`config.mk`:
```
export PLATFORM = sky130hd
export DESIGN_NAME = mem_bank_router
export DESIGN_NICKNAME = d
export VERILOG_FILES = /design/src/verilog/mem_afu_pkg.sv /design/src/verilog/mem_bank_router.sv
export SDC_FILE = /design/constraint.sdc
export NUM_CORES = 1
export LEC_CHECK = 0
export BUFFER_PORTS_ARGS = -buffer_cell sky130_fd_sc_hd__buf_2
export CAP_MARGIN = 20
export CORE_AREA = 8 8 166 168
export DETAILED_ROUTE_END_ITERATION = 8
export DIE_AREA = 0 0 174 176
export GPL_TIMING_DRIVEN = 0
export PLACE_DENSITY_LB_ADDON = 0.05
export RECOVER_POWER = 50
export SETUP_SLACK_MARGIN = 0.15
export SLEW_MARGIN = 20
export SYNTH_ARGS = -nofsm -noshare
export SYNTH_HDL_FRONTEND = slang
export SYNTH_SLANG_ARGS = --single-unit
```
`constraint.sdc`:
```
create_clock -name vclk -period 2.4
set_input_delay 0.48 -clock vclk [all_inputs]
set_output_delay 0.48 -clock vclk [all_outputs]
set_load 0.02 [all_outputs]
```
`src/verilog/mem_afu_pkg.sv`:
```
// Memory test accelerator shared types
// Host port, memory port, opcodes and register map

package mem_afu_pkg;

    // ========================================================================
    // Host register port
    // ========================================================================

    // One host access, carried as a single strobe with a word index
    typedef struct packed {
        logic        wr;
        logic        rd;
        logic [2:0]  addr;
        logic [63:0] wdata;
    } host_req_t;

    // One host response, rd_valid pulses once per host read
    typedef struct packed {
        logic        rd_valid;
        logic [63:0] rdata;
    } host_rsp_t;

    // ========================================================================
    // Avalon-style local memory port
    // ========================================================================

    // Address is carried at its widest and masked by ADDR_WIDTH in the users
    typedef struct packed {
        logic        read;
        logic        write;
        logic [15:0] address;
        logic [63:0] writedata;
    } mem_req_t;

    typedef struct packed {
        logic        waitrequest;
        logic [63:0] readdata;
        logic        readdatavalid;
    } mem_rsp_t;

    // Command opcodes written to REG_CMD, the unnamed value 3 acts as a no-op
    typedef enum logic [1:0] {
        CMD_NOP   = 2'd0,
        CMD_WRITE = 2'd1,
        CMD_READ  = 2'd2
    } mem_cmd_e;

    // Test engine states
    typedef enum logic [1:0] {
        ST_IDLE,
        ST_ISSUE,
        ST_WAIT_DATA,
        ST_DONE
    } engine_state_e;

    // Register word indices, index 7 is unmapped and reads as zero
    localparam logic [2:0] REG_ADDR   = 3'd0;
    localparam logic [2:0] REG_WDATA  = 3'd1;
    localparam logic [2:0] REG_BANK   = 3'd2;
    localparam logic [2:0] REG_CMD    = 3'd3;
    localparam logic [2:0] REG_STATUS = 3'd4;
    localparam logic [2:0] REG_RDATA  = 3'd5;
    localparam logic [2:0] REG_COUNT  = 3'd6;

    // Bit positions inside the status word
    localparam int STATUS_DONE_BIT = 0;
    localparam int STATUS_BUSY_BIT = 1;

endpackage

```
`src/verilog/mem_bank_router.sv`:
```
// Two-bank local memory router

`timescale 1ns/1ns

module mem_bank_router (
    input  logic                  clk,
    input  logic                  rst,
    input  logic                  bank_sel,
    input  mem_afu_pkg::mem_req_t mem_req,
    output mem_afu_pkg::mem_rsp_t mem_rsp,
    output mem_afu_pkg::mem_req_t bank0_req,
    input  mem_afu_pkg::mem_rsp_t bank0_rsp,
    output mem_afu_pkg::mem_req_t bank1_req,
    input  mem_afu_pkg::mem_rsp_t bank1_rsp
);

    logic [3:0] rd_pending;
    logic       rd_accept;

    // Address and data fan out to both banks, only the strobes are steered
    always_comb
    begin
        bank0_req       = mem_req;
        bank1_req       = mem_req;
        bank0_req.read  = mem_req.read && !bank_sel;
        bank0_req.write = mem_req.write && !bank_sel;
        bank1_req.read  = mem_req.read && bank_sel;
        bank1_req.write = mem_req.write && bank_sel;
    end

    // Waitrequest belongs to the bank that holds the request
    // Read data follows whichever bank is returning, so data still
    // in flight after a bank switch is not dropped
    always_comb
    begin
        mem_rsp.waitrequest   = bank_sel ? bank1_rsp.waitrequest : bank0_rsp.waitrequest;
        mem_rsp.readdatavalid = bank0_rsp.readdatavalid || bank1_rsp.readdatavalid;
        mem_rsp.readdata      = bank1_rsp.readdatavalid ? bank1_rsp.readdata :
                                bank0_rsp.readdata;
    end

    // ========================================================================
    // Outstanding read tracking
    // ========================================================================

    assign rd_accept = mem_req.read && !mem_rsp.waitrequest;

    // Accepted reads not yet returned, an accept and a return can share a cycle
    always_ff @(posedge clk)
    begin
        if (rst)
        begin
            rd_pending <= '0;
        end
        else
        begin
            rd_pending <= rd_pending + 4'(rd_accept) - 4'(mem_rsp.readdatavalid);
        end
    end

    // Switching banks with reads pending could reorder the returns
    a_bank_stable: assert property (@(posedge clk) disable iff (rst)
        (rd_pending != 4'd0) |-> $stable(bank_sel));

    a_single_return: assert property (@(posedge clk) disable iff (rst)
        !(bank0_rsp.readdatavalid && bank1_rsp.readdatavalid));

endmodule

```
# Word level (Yosys, flattened, before mapping)
# Index checks and enable logic that the tools add are counted.
dict set report totals {
  inputBits 217
  out_inout_bits 230
  register_bits 0
}
dict set report classes {
  reduce_logical 6
  mux 2
}
# op n
set op_table {}
lappend op_table {{64-bit two-way mux} 1}
lappend op_table {{1-bit logical AND} 4}
lappend op_table {{1-bit zero test} 1}
lappend op_table {{1-bit logical OR} 1}
lappend op_table {{1-bit two-way mux} 1}

# Longest topological paths before layout
dict set report depth {
  word_depth 2
  mapped_depth 3
  mapped_depth_nobuf 1
}

# Least setup slack after synthesis
# Ideal clock, no wire load.
dict set report synth_timing {
  path_type {input port to output port}
  startpoint {in bank1_rsp[0] in the netlist's numbering}
  endpoint {out mem_rsp[14] in the netlist's numbering}
  n_path_buf 2
  cell_stages 3
  required_ns 1.920
  arrival_ns 1.114
  slack_ns 0.806
  cell_sequence {buf_6 -> buf_6 -> mux2_4}
}
# item line_no
set synth_lines {}
lappend synth_lines {{start: declaration} mem_bank_router.sv:14} ;# input mem_afu_pkg::mem_rsp_t bank1_rsp
lappend synth_lines {{end: declaration} mem_bank_router.sv:10} ;# output mem_afu_pkg::mem_rsp_t mem_rsp,

==> summary.txt <==
Clock tree
  • Post-cts repair resize count: 0
  • Post-CTS Setup Bufs: 0
  • Hold buffer count at cts: 0

Place
  • Port bufs: 364
  • Final GP Congestion: approximately 0.81
  • Dpl hpwl: roughly 13000 µm

Synth
  • Seq/Total Area, Yosys: 0
  • Synth Warn #: 0
  • Cell Area, Synth: about 2200 µm²
  • Syn nets: approximately 450
  • Syn avg cell area: roughly 9.4 µm²
  • Distinct cells, synth: 8
  • Syn Inst Count: around 240
  • Synth area leaders: buf_4, mux2_4, mux2_2
  • Area leader, netlist: buf_4
  • Synth top area share: 0.541

Run status
  • Status: finished, final reports clean

Global route
  • Aggregate global routing overflow: 0
  • Gr usage total: 0.0737
  • Vias in the first global route: 3055
  • Initial antenna violation count: 2
  • First-pass GRT wire length: approximately 18000 µm
  • Largest net degree at the start of global routing: 11

Drt
  • Vias post-DR: 2778
  • Via density per instance: 2.98
  • First drt pass iteration count: 4
  • Initial detailed-routing violation count: 42
  • # DRC: 0
  • Post-DRT Antenna Nets: 0
  • Final WL: about 13000 µm
  • Routed len/inst: roughly 14 µm

Timing
  • Max Clock Freq: 551 MHz
  • Final hold violations: 0
  • Measured slew at the worst slew-check pin: between 0.2 and 0.3 ns
  • Setup TNS: 0 ns
  • Slew margin rel.: 0.808
  • RSZ-0062 raised after global routing: false
  • Endpoints failing setup: 0
  • Ratio of final minimum period to clock period: 0.756
  • Min cycle time layout: 1.81 ns
  • Max Slew Vio Count: 0

Finish
  • Fraction of layout instances using a drive strength above 1: 0.800
  • Final net count: 820
  • CLK BUF: 0
  • Area Growth Syn to Fin: 94.4%
  • Sequential cell area: 0 µm²
  • Sequential cell count: 0

Worst hold path
  • HP Class: in -> out
  • WHS Endpoint: bank0_req[38]
  • WHS Path Cells: 2
  • HP Start: mem_req[38]

Die
  • Starting Density: 0.0895
  • Core area: 24800 µm²
  • Die Wd: about 170 µm
  • FP Rows: 58
  • Die Y: ~180 µm
  • # IOs: 447
  • Die Area: between 30000 and 40000 µm²

Worst setup path
  • Req. time, crit path: between 1.5 and 2 ns
  • Setup crit end kind: output port
  • Worst-path fanout max: 10
  • Startpoint Class: input pin
  • Crit path from: bank1_rsp[0]
  • WS Path Type: in -> out
  • Crit path DAT: about 1.3 ns

Power and ir drop
  • Leak: between 2 and 2.5 nW
  • Worst vdd ir: 53.9 µV
  • Power Total: roughly 1 mW
  • Pwr per Cell Area: roughly 230 nW/µm²

Job
  • Max Cap Viol: 0
layer usage:
metal  vias to the layer above  part of all wire  global-route usage
met5                         -                 0                   0
met4                         0            0.0034             0.00463
met3                         2              0.12              0.0314
met2                       237              0.58               0.164
met1                      1198              0.30              0.0587
li1                       1341                 -                   -
where the power goes:
group          internal, mW    total, mW  switching, mW
Combinational         0.488         1.00          0.514
Sequential                0            0              0
Clock           0.000000111  0.000000111              0
Yosys cell counts:
cell type,instances
or2_1,1
nor2b_1,2
and2_1,2
mux2_4,49
mux2_2,16
buf_4,160
buf_2,1
buf_6,6
cells by family (layout without fill, tap and decap cells):
kind of cell,after synthesis,in the layout,synth area share
and+or+nand+nor,5,5,0.0141
muxes,65,65,0.412
buffers and inverters,167,531,0.574
other,0,2,0
metrics by stage:
stage / instances / hold WS (ns) / util / area [µm²] / worst slack [ns]
after CTS: 931 / 1.18 / 0.180 / 4460 / 0.549
after detailed placement: 931 / 1.18 / 0.180 / 4460 / 0.553
final: 933 / 1.18 / 0.174 / 4320 / 0.586
after global placement: 931 / 1.18 / 0.180 / 4460 / 0.566
after floorplan: 237 / 1.04 / - / 2220 / 0.806
after global routing: 933 / 1.19 / 0.174 / 4320 / 0.537
worst max path at each step:
stage	to	cells past startpoint
3_5_place_dp	mem_rsp[48]	4
6_report	mem_rsp[48]	4
2_1_floorplan	mem_rsp[14]	3
3_3_place_gp	mem_rsp[60]	4
4_1_cts	mem_rsp[48]	4
5_1_grt	mem_rsp[48]	4
critical path, cell delays in order:
cell and delay (ns):
buf_6 0.16, buf_6 0.20, mux2_4 0.31, buf_2 0.17
area by class of cell:
| type | count | area [µm²] |
|---|---|---|
| fillers | 2941 | 20500 |
| repair buffers | 364 | 1680 |
| plain buffers | 167 | 1270 |
| multi-input cells | 70 | 947 |
| well taps | 330 | 413 |
| diodes | 2 | 5.00 |
layout by cell type (no fill, tap or decap):
master and count:
or2_1 1, diode_2 2, mux2_4 49, and2_1 2, mux2_2 16, clkbuf_1 115
buf_4 160, buf_2 250, buf_6 6, nor2b_1 2
(Power assumes the default switching activity.)
