$ cat src/verilog/mem_afu_pkg.sv
// Memory test accelerator shared types
// Host port, memory port, opcodes and register map

package mem_afu_pkg;

    // ========================================================================
    // Host register port
    // ========================================================================

    // One host access, carried as a single strobe with a word index
    typedef struct packed {
        logic        wr;
        logic        rd;
        logic [2:0]  addr;
        logic [63:0] wdata;
    } host_req_t;

    // One host response, rd_valid pulses once per host read
    typedef struct packed {
        logic        rd_valid;
        logic [63:0] rdata;
    } host_rsp_t;

    // ========================================================================
    // Avalon-style local memory port
    // ========================================================================

    // Address is carried at its widest and masked by ADDR_WIDTH in the users
    typedef struct packed {
        logic        read;
        logic        write;
        logic [15:0] address;
        logic [63:0] writedata;
    } mem_req_t;

    typedef struct packed {
        logic        waitrequest;
        logic [63:0] readdata;
        logic        readdatavalid;
    } mem_rsp_t;

    // Command opcodes written to REG_CMD, the unnamed value 3 acts as a no-op
    typedef enum logic [1:0] {
        CMD_NOP   = 2'd0,
        CMD_WRITE = 2'd1,
        CMD_READ  = 2'd2
    } mem_cmd_e;

    // Test engine states
    typedef enum logic [1:0] {
        ST_IDLE,
        ST_ISSUE,
        ST_WAIT_DATA,
        ST_DONE
    } engine_state_e;

    // Register word indices, index 7 is unmapped and reads as zero
    localparam logic [2:0] REG_ADDR   = 3'd0;
    localparam logic [2:0] REG_WDATA  = 3'd1;
    localparam logic [2:0] REG_BANK   = 3'd2;
    localparam logic [2:0] REG_CMD    = 3'd3;
    localparam logic [2:0] REG_STATUS = 3'd4;
    localparam logic [2:0] REG_RDATA  = 3'd5;
    localparam logic [2:0] REG_COUNT  = 3'd6;

    // Bit positions inside the status word
    localparam int STATUS_DONE_BIT = 0;
    localparam int STATUS_BUSY_BIT = 1;

endpackage

$ cat src/verilog/mem_test_engine.sv
// Memory test engine
// Control registers and single-word access FSM

`timescale 1ns/1ns

module mem_test_engine #(
    parameter int ADDR_WIDTH = 10
) (
    input  logic                   clk,
    input  logic                   rst,
    input  mem_afu_pkg::host_req_t host_req,
    output mem_afu_pkg::host_rsp_t host_rsp,
    output mem_afu_pkg::mem_req_t  mem_req,
    output logic                   bank_sel,
    input  mem_afu_pkg::mem_rsp_t  mem_rsp
);

    mem_afu_pkg::engine_state_e state;
    mem_afu_pkg::mem_cmd_e      cmd_reg;
    mem_afu_pkg::mem_cmd_e      new_cmd;

    logic [ADDR_WIDTH-1:0]      addr_reg;
    logic [63:0]                wdata_reg;
    logic                       bank_reg;
    logic [63:0]                rdata_reg;
    logic [31:0]                count_reg;
    logic                       done_reg;

    logic                       idle;
    logic                       cfg_wr;
    logic                       cmd_start;
    logic [63:0]                rd_mux;

    // ========================================================================
    // Register writes
    // ========================================================================

    assign idle = (state == mem_afu_pkg::ST_IDLE);

    // Host writes only land while idle, which keeps the outstanding
    // request and the bank choice frozen for the length of a command
    assign cfg_wr = host_req.wr && idle;

    // Opcode 3 and CMD_NOP fall through as no-ops
    assign new_cmd   = mem_afu_pkg::mem_cmd_e'(host_req.wdata[1:0]);
    assign cmd_start = cfg_wr && (host_req.addr == mem_afu_pkg::REG_CMD) &&
                       ((new_cmd == mem_afu_pkg::CMD_WRITE) ||
                        (new_cmd == mem_afu_pkg::CMD_READ));

    always_ff @(posedge clk)
    begin
        if (rst)
        begin
            addr_reg <= '0;
            bank_reg <= 1'b0;
        end
        else if (cfg_wr)
        begin
            // Both registers keep only their implemented low bits
            if (host_req.addr == mem_afu_pkg::REG_ADDR)
            begin
                addr_reg <= host_req.wdata[ADDR_WIDTH-1:0];
            end
            if (host_req.addr == mem_afu_pkg::REG_BANK)
            begin
                bank_reg <= host_req.wdata[0];
            end
        end
    end

    always_ff @(posedge clk)
    begin
        if (cfg_wr && (host_req.addr == mem_afu_pkg::REG_WDATA))
        begin
            wdata_reg <= host_req.wdata;
        end
    end

    // ========================================================================
    // Access FSM
    // ========================================================================

    always_ff @(posedge clk)
    begin
        if (rst)
        begin
            state     <= mem_afu_pkg::ST_IDLE;
            cmd_reg   <= mem_afu_pkg::CMD_NOP;
            done_reg  <= 1'b0;
            count_reg <= '0;
        end
        else
        begin
            case (state)
                mem_afu_pkg::ST_IDLE:
                begin
                    // A fresh command clears the previous done flag
                    if (cmd_start)
                    begin
                        cmd_reg  <= new_cmd;
                        done_reg <= 1'b0;
                        state    <= mem_afu_pkg::ST_ISSUE;
                    end
                end
                mem_afu_pkg::ST_ISSUE:
                begin
                    // The request stays on the port until the bank drops waitrequest
                    if (!mem_rsp.waitrequest)
                    begin
                        if (cmd_reg == mem_afu_pkg::CMD_READ)
                        begin
                            state <= mem_afu_pkg::ST_WAIT_DATA;
                        end
                        else
                        begin
                            state <= mem_afu_pkg::ST_DONE;
                        end
                    end
                end
                mem_afu_pkg::ST_WAIT_DATA:
                begin
                    if (mem_rsp.readdatavalid)
                    begin
                        state <= mem_afu_pkg::ST_DONE;
                    end
                end
                default:
                begin
                    // ST_DONE, done and count update on the way back to idle
                    done_reg  <= 1'b1;
                    count_reg <= count_reg + 32'd1;
                    state     <= mem_afu_pkg::ST_IDLE;
                end
            endcase
        end
    end

    // Read data capture, only one read is ever in flight from here
    always_ff @(posedge clk)
    begin
        if ((state == mem_afu_pkg::ST_WAIT_DATA) && mem_rsp.readdatavalid)
        begin
            rdata_reg <= mem_rsp.readdata;
        end
    end

    // Request is decoded straight from the state so it is low in idle
    always_comb
    begin
        mem_req.read      = (state == mem_afu_pkg::ST_ISSUE) &&
                            (cmd_reg == mem_afu_pkg::CMD_READ);
        mem_req.write     = (state == mem_afu_pkg::ST_ISSUE) &&
                            (cmd_reg == mem_afu_pkg::CMD_WRITE);
        mem_req.address   = 16'(addr_reg);
        mem_req.writedata = wdata_reg;
    end

    assign bank_sel = bank_reg;

    // ========================================================================
    // Register reads
    // ========================================================================

    always_comb
    begin
        rd_mux = '0;
        case (host_req.addr)
            mem_afu_pkg::REG_ADDR:   rd_mux = 64'(addr_reg);
            mem_afu_pkg::REG_WDATA:  rd_mux = wdata_reg;
            mem_afu_pkg::REG_BANK:   rd_mux = 64'(bank_reg);
            mem_afu_pkg::REG_STATUS:
            begin
                rd_mux[mem_afu_pkg::STATUS_DONE_BIT] = done_reg;
                rd_mux[mem_afu_pkg::STATUS_BUSY_BIT] = !idle;
            end
            mem_afu_pkg::REG_RDATA:  rd_mux = rdata_reg;
            mem_afu_pkg::REG_COUNT:  rd_mux = 64'(count_reg);
            default:                 rd_mux = '0;
        endcase
    end

    // Each host read is answered exactly one cycle later
    always_ff @(posedge clk)
    begin
        if (rst)
        begin
            host_rsp.rd_valid <= 1'b0;
        end
        else
        begin
            host_rsp.rd_valid <= host_req.rd;
        end
    end

    always_ff @(posedge clk)
    begin
        host_rsp.rdata <= rd_mux;
    end

    a_req_exclusive: assert property (@(posedge clk) disable iff (rst)
        !(mem_req.read && mem_req.write));

    // Avalon hold rule toward the router and banks
    a_req_held: assert property (@(posedge clk) disable iff (rst)
        (mem_req.read || mem_req.write) && mem_rsp.waitrequest |=> $stable(mem_req));

endmodule
$ cat config.mk
export PLATFORM = sky130hd
export DESIGN_NAME = mem_test_engine
export DESIGN_NICKNAME = d
export VERILOG_FILES = /design/src/verilog/mem_afu_pkg.sv /design/src/verilog/mem_test_engine.sv
export SDC_FILE = /design/constraint.sdc
export NUM_CORES = 1
export LEC_CHECK = 0
export BUFFER_PORTS_ARGS = -buffer_cell sky130_fd_sc_hd__buf_2
export CAP_MARGIN = 20
export CORE_ASPECT_RATIO = 0.7
export CORE_UTILIZATION = 35
export DETAILED_ROUTE_END_ITERATION = 10
export HOLD_SLACK_MARGIN = 0.15
export PLACE_DENSITY = 0.58
export SLEW_MARGIN = 15
export SYNTH_ARGS = -nofsm -noshare
export SYNTH_HDL_FRONTEND = slang
export SYNTH_SLANG_ARGS = --single-unit
export TNS_END_PERCENT = 100
$ cat constraint.sdc
create_clock -name clk -period 4.7 [get_ports clk]
set_clock_uncertainty 0.2 [all_clocks]
set_input_delay 1.175 -clock clk [delete_from_list [all_inputs] [get_ports clk]]
set_output_delay 1.175 -clock clk [all_outputs]
set_load 0.02 [all_outputs]
Yosys cells after proc, flatten, opt, wreduce, memory -nomap -nowiden --
Cells that the tools add are included.
Storage, ports and cells: bits in registers 241, input port bits 137, memory bits (writable) 0, bits in latches 0, memories kept 0, ROM bits 0, logic and storage cells 54, output and inout bits 148
Operators by class: reduce and logical (&&, ||, !) cells 18, equal/unequal tests 15, bitwise operators 1, divide/modulo/power cells 0, $add $sub $neg 1, shift-type cells 0, multipliers 0, magnitude comparators 0, multiplexer cells 9
Operator list (count):
- case mux 62 bit (4 select lines) | 1
- adder 32 x 1 -> 32 bit (second input constant) | 1
- case mux 2 bit (6 select lines) | 1
- equality test 3 bit (second input constant) | 3
- AND reduction 2 bit | 4
- logical AND 1 bit | 7
- equality test 2 x 1 -> 1 bit (second input constant) | 3
- equality test 2 bit (second input constant) | 3
- equality test 3 x 2 -> 1 bit (second input constant) | 2
- two-way mux 2 bit | 3
- case mux 2 bit (3 select lines) | 1
- inequality test 2 bit (second input constant) | 2
- equality test 3 x 1 -> 1 bit (second input constant) | 1
- zero test 3 bit | 1
- AND reduction 3 bit | 1
- OR reduction 3 bit | 1
- zero test 2 bit | 1
- two-way mux 1 bit | 2
- inequality test 2 x 1 -> 1 bit (second input constant) | 1
- case mux 1 bit (2 select lines) | 1
- OR reduction 2 bit | 1
- zero test 1 bit | 1
- logical OR 1 bit | 1
- inverter 1 bit | 1

Logic depth before layout (Yosys ltp) --
depth after elaboration 6, mapped depth 8, depth with buffers taken out 6

Least setup slack after synthesis --
OpenSTA, ideal clock, no wires.
path type input -> register, start point input host_req[65] (netlist bit), end point register wdata_reg[0], enable pin, cell stages on the path 4, path buffers 2, setup time 0.487 ns, arrival 4.375 ns, required time 4.013 ns, setup slack -0.362 ns, cells stage by stage clkbuf_1 > nand2b_1 > clkbuf_1 > nor2_1
On the way: word-level cells in the longest chain between the ends 2
Ends and longest elaborated chain:
- from (decl) | line mem_test_engine.sv:11 | input mem_afu_pkg::host_req_t host_req,
- equality test 3 x 1 -> 1 bit | line mem_test_engine.sv:73 | if (cfg_wr && (host_req.addr == mem_afu_pkg::REG_WDATA))
- logical AND 1 bit | line mem_test_engine.sv:73
- to (signal assigned) | line mem_test_engine.sv:75 | wdata_reg <= host_req.wdata;
- to (decl) | line mem_test_engine.sv:23 | logic [63:0] wdata_reg;
Every way passes these cells. A chain may end at the register's enable or synchronous reset.

Worst setup path after layout --
start point register state[1], end point register count_reg[31]
On the way: word-level cells in the longest chain between the ends 2, elaborated cells between the ends (all ways) 4, classes of those cells eq/ne: 2; reduce/logical: 2
Ends and longest elaborated chain:
- from (decl) | line mem_test_engine.sv:18 | mem_afu_pkg::engine_state_e state;
- from (signal assigned) | line mem_test_engine.sv:87 | state <= mem_afu_pkg::ST_IDLE;
- from (signal assigned) | line mem_test_engine.sv:102 | state <= mem_afu_pkg::ST_ISSUE;
- from (signal assigned) | line mem_test_engine.sv:112 | state <= mem_afu_pkg::ST_WAIT_DATA;
- equality test 2 bit (tied with other cells) | line mem_test_engine.sv:94 | case (state)
- OR reduction 3 bit (no line) *
- to (signal assigned) | line mem_test_engine.sv:131 | count_reg <= count_reg + 32'd1;
- to (decl) | line mem_test_engine.sv:26 | logic [31:0] count_reg;
Mark *: on every way between the ends. The rest lies on a longest branch, timed or not.

==> out/results.txt <==
The initial cell density of the core was 0.3628. The fraction of synthesis flops using an asynchronous set or reset pin works out to 0. For the number of global-route vias before repair, the log shows 5710. TritonCTS built the clock tree. In the routed design, unresolved DRC markers number 0. During I/O placement, the number of pins put on the boundary was 285. The total overflow reported by the global router was 0; the max-slew violation total from the final report was 0. Ranked by instance count, the synthesized netlist is headed by 128 x edfxtp_1, 113 x dfxtp_1, 56 x nor2_1, 52 x a22o_1, 46 x mux2i_1. The total of warnings raised by yosys came out at 0.

Post-CTS setup buffer count: 0. The net count of the finished layout is 1067. The worst slew slack as a fraction of its limit is 0.3325. The tools report the cell chosen for the clock root as clkbuf_16. Setup violations remaining at the end of the flow were counted as 0. The tools report the first-pass GRT wire length as 32620 um. In this run the remaining antenna-violating nets after routing total 0. STA puts the critical path data required time at 4.93 ns. Setup slack closes at 1.749 ns. Total of hold buffers inserted after clock tree synthesis: 0. The detailed-route wire length per cell is 17.42 um, and the pre-CTS setup slack is 1.446 ns.

Summed over all instances, the cell type with the most area after synthesis is edfxtp_1. The signal on the critical path passes through ha_1 > nand4_4 > or4_1 > or4_1 > a21oi_1. The register with the most flip-flops in the layout has 65 of them. The total chip power was 4.668 mW. Of all nets on the critical path, the largest fanout is 19. The floorplan step set the die height to 134.0 um.

Counting I/O delays and the setup requirement, the final critical path takes 2.951 ns. The run gives 0.1635 as the global router's overall resource usage. Type of element capturing the critical path: a flop. The run gives 0 as the count of max-cap constraint violations. Final core utilization: 0.4695.

In the post-synthesis netlist, the cell with the most instances is edfxtp_1. The largest stage delay on the critical path works out to 0.82 ns. The mean area per synthesized cell is 13.41 um2, and the total negative slack for setup checks is 0 ns.

On the critical path, the stage with the largest delay is an instance of or4_1. The quantity of I/O buffers inserted on ports was 278. The violation count after the first detailed-routing iteration was 282.

Gates resized during post-CTS repair numbered 0. The type of the most critical hold path is reg2reg. At the pin with the least slew margin, the transition time is 1.001 ns.

The share of the synthesized area in the top cell type was 0.4415. Clock-pin slew was measured on the worst setup and hold paths at 0.07 ns. The tools report the initial antenna violation count as 0. Primary flip-flop cell chosen by synthesis mapping: edfxtp_1.

The ratio of cells with drive above 1 in the final layout works out to 0.3631. 0 antenna diodes ended up in the layout. The highest clock frequency the design can meet is 0.3389 GHz. By instance count, the cell type seen most on the critical path is or4_1.

The final HPWL from detailed placement is 15160 um, and the synthesized cell area is 8706 um2. For this run, the detailed router's first-pass iteration total came to 4. Synthesis inferred 241 register bits. After floorplanning, the core was divided into 47 placement rows. The clock insertion delay at the later pin of the skew report came out at 0.51 ns. The highest ir drop seen on vdd is 0.3545 mV, and the count of endpoints failing hold in the final timing report is 0. Using the TritonRoute via totals, the vias-per-cell ratio works out to 4.833. From left edge to right edge, the die measures 190.5 um. The total wire length was 21940 um; the pin count of the biggest net entering global routing was 68. Setup repair after global routing left no endpoint under its margin. For the CTS H-tree depth, the log shows 1. The setup path with the least slack is of type reg2reg. The worst register-to-register path has a setup slack of 1.75 ns. The power density over cell area is 414.4 nW/um2. The run gives 41 as the distinct cell type count after synthesis.

The die covers 25520 um2. The run gives 649 as the number of instances in the synthesized netlist. The floorplan step defined a core boundary enclosing 23990 um2. The worst setup path is launched from a flop. For the total vias in the final route, the log shows 6089. In this run the static leakage power is 4.558 nW. The flow ran to the end, and the final reports show no timing, DRC or antenna violations. The post-route fraction of the period consumed by the critical path was 0.6278; the number of clock sinks seen by CTS was 241.

The critical path contains buffers and inverters numbering 0 combined. Grouping stages by cell kind, the critical path spends the most delay in simple AND/OR/NAND/NOR gates. The number of synthesized flops with an enable pin came out at 128. By area the synthesized netlist is led by edfxtp_1 44%, dfxtp_1 26%, mux2i_1 5.3%. The tools report the number of CTS-inserted buffers as 24. The proportion of synthesized chip area in sequential cells is 0.7014. Compared with the post-synthesis result, the final layout area differs by 29.39%.

The worst path arrival time was 3.18 ns; the maximum buffer depth of the clock tree was 3. The tools report the routability congestion estimate as 0.8412.
==> worst paths after layout <==
| path | from | endpoint | cells past startpoint |
|---|---|---|---|
| worst max-delay path | state[1] | count_reg[31] | 5 |
| worst min-delay path | addr_reg[3] | addr_reg[3] | 2 |
| worst max register to register | state[1] | count_reg[31] | 5 |
| worst min register to register | addr_reg[3] | addr_reg[3] | 2 |
==> stage by stage <==
stage               cell area [um2]  hold WS [ns]  instances
floorplan                      8727        0.2462        654
global placement              10430        0.2603       1216
detailed placement            10430        0.2656       1216
CTS                           11260        0.2751       1260
global route                  11260        0.2978       1260
finish                        11260        0.2707       1260
==> kinds of logic after synthesis <==
kind of cell	synth area share
muxes	0.05936
and+or+nand+nor	0.1003
adders and majority gates	0.008623
other	0.0004307
xor gates and xnor gates	0.01207
buffers and inverters	0.02458
AOI/OAI and AO/OA	0.09327
DFF	0.7014
==> final cells by class <==
type	instances	area, um2
fillers	2193	12730
flip-flops and latches	241	6106
multi-input cells	363	2425
repair buffers	286	1466
clock buffers	29	681.9
well taps	318	397.9
clock inverters	15	157.7
inverters	8	30.03
==> report_power, final <==
group	internal [mW]	total [mW]	switching [mW]
registers	2.29	2.32	0.0276
clock network	1.20	2.01	0.806
logic	0.135	0.344	0.209
total	3.63	4.67	1.04
==> worst register-to-register path, stage by stage, from the launching register on <==
cell	delay, ns
dfxtp_1	0.41
ha_1	0.46
nand4_4	0.22
or4_1	0.82
or4_1	0.61
a21oi_1	0.16
==> metal layers <==
layer / vias up / wire [um] / track usage
met4: 0 / 305 / 0.02889
li1: 2948 / - / -
met5: - / 0 / 0
met3: 21 / 1719 / 0.03768
met2: 240 / 9456 / 0.2533
met1: 2880 / 10460 / 0.2351
==> placed cells by master (no fill, tap or decap), types with 2 or more instances in the layout <==
cell        Yosys  routed
nor2_1         56      54
nor3_1          6       6
clkbuf_16       0      26
nand2b_1        4       3
a211oi_1        2       2
clkbuf_8        0       2
or4_1          16      16
xor2_1          5       5
nor2b_2         0       2
ha_1            6       6
edfxtp_1      128     128
nand2_1        40      40
inv_1           8       8
clkinv_1        0       2
o31ai_1         9       9
nor4_1          4       4
clkinv_2        0       6
a21oi_1        30      30
dfxtp_1       113     113
nor2b_1         5       3
or2_2           3       3
a22o_1         52      52
xnor2_1         7       7
nand4_1         9       9
conb_1          1       6
o21ai_0        18      18
buf_4           6       8
buf_2           3     277
bufinv_16       0       3
mux2i_1        46      46
clkinvlp_4      0       4
mux2_2          3       3
or3_1          12      12
nand3_1        12      12
(Power assumes the default switching activity.)
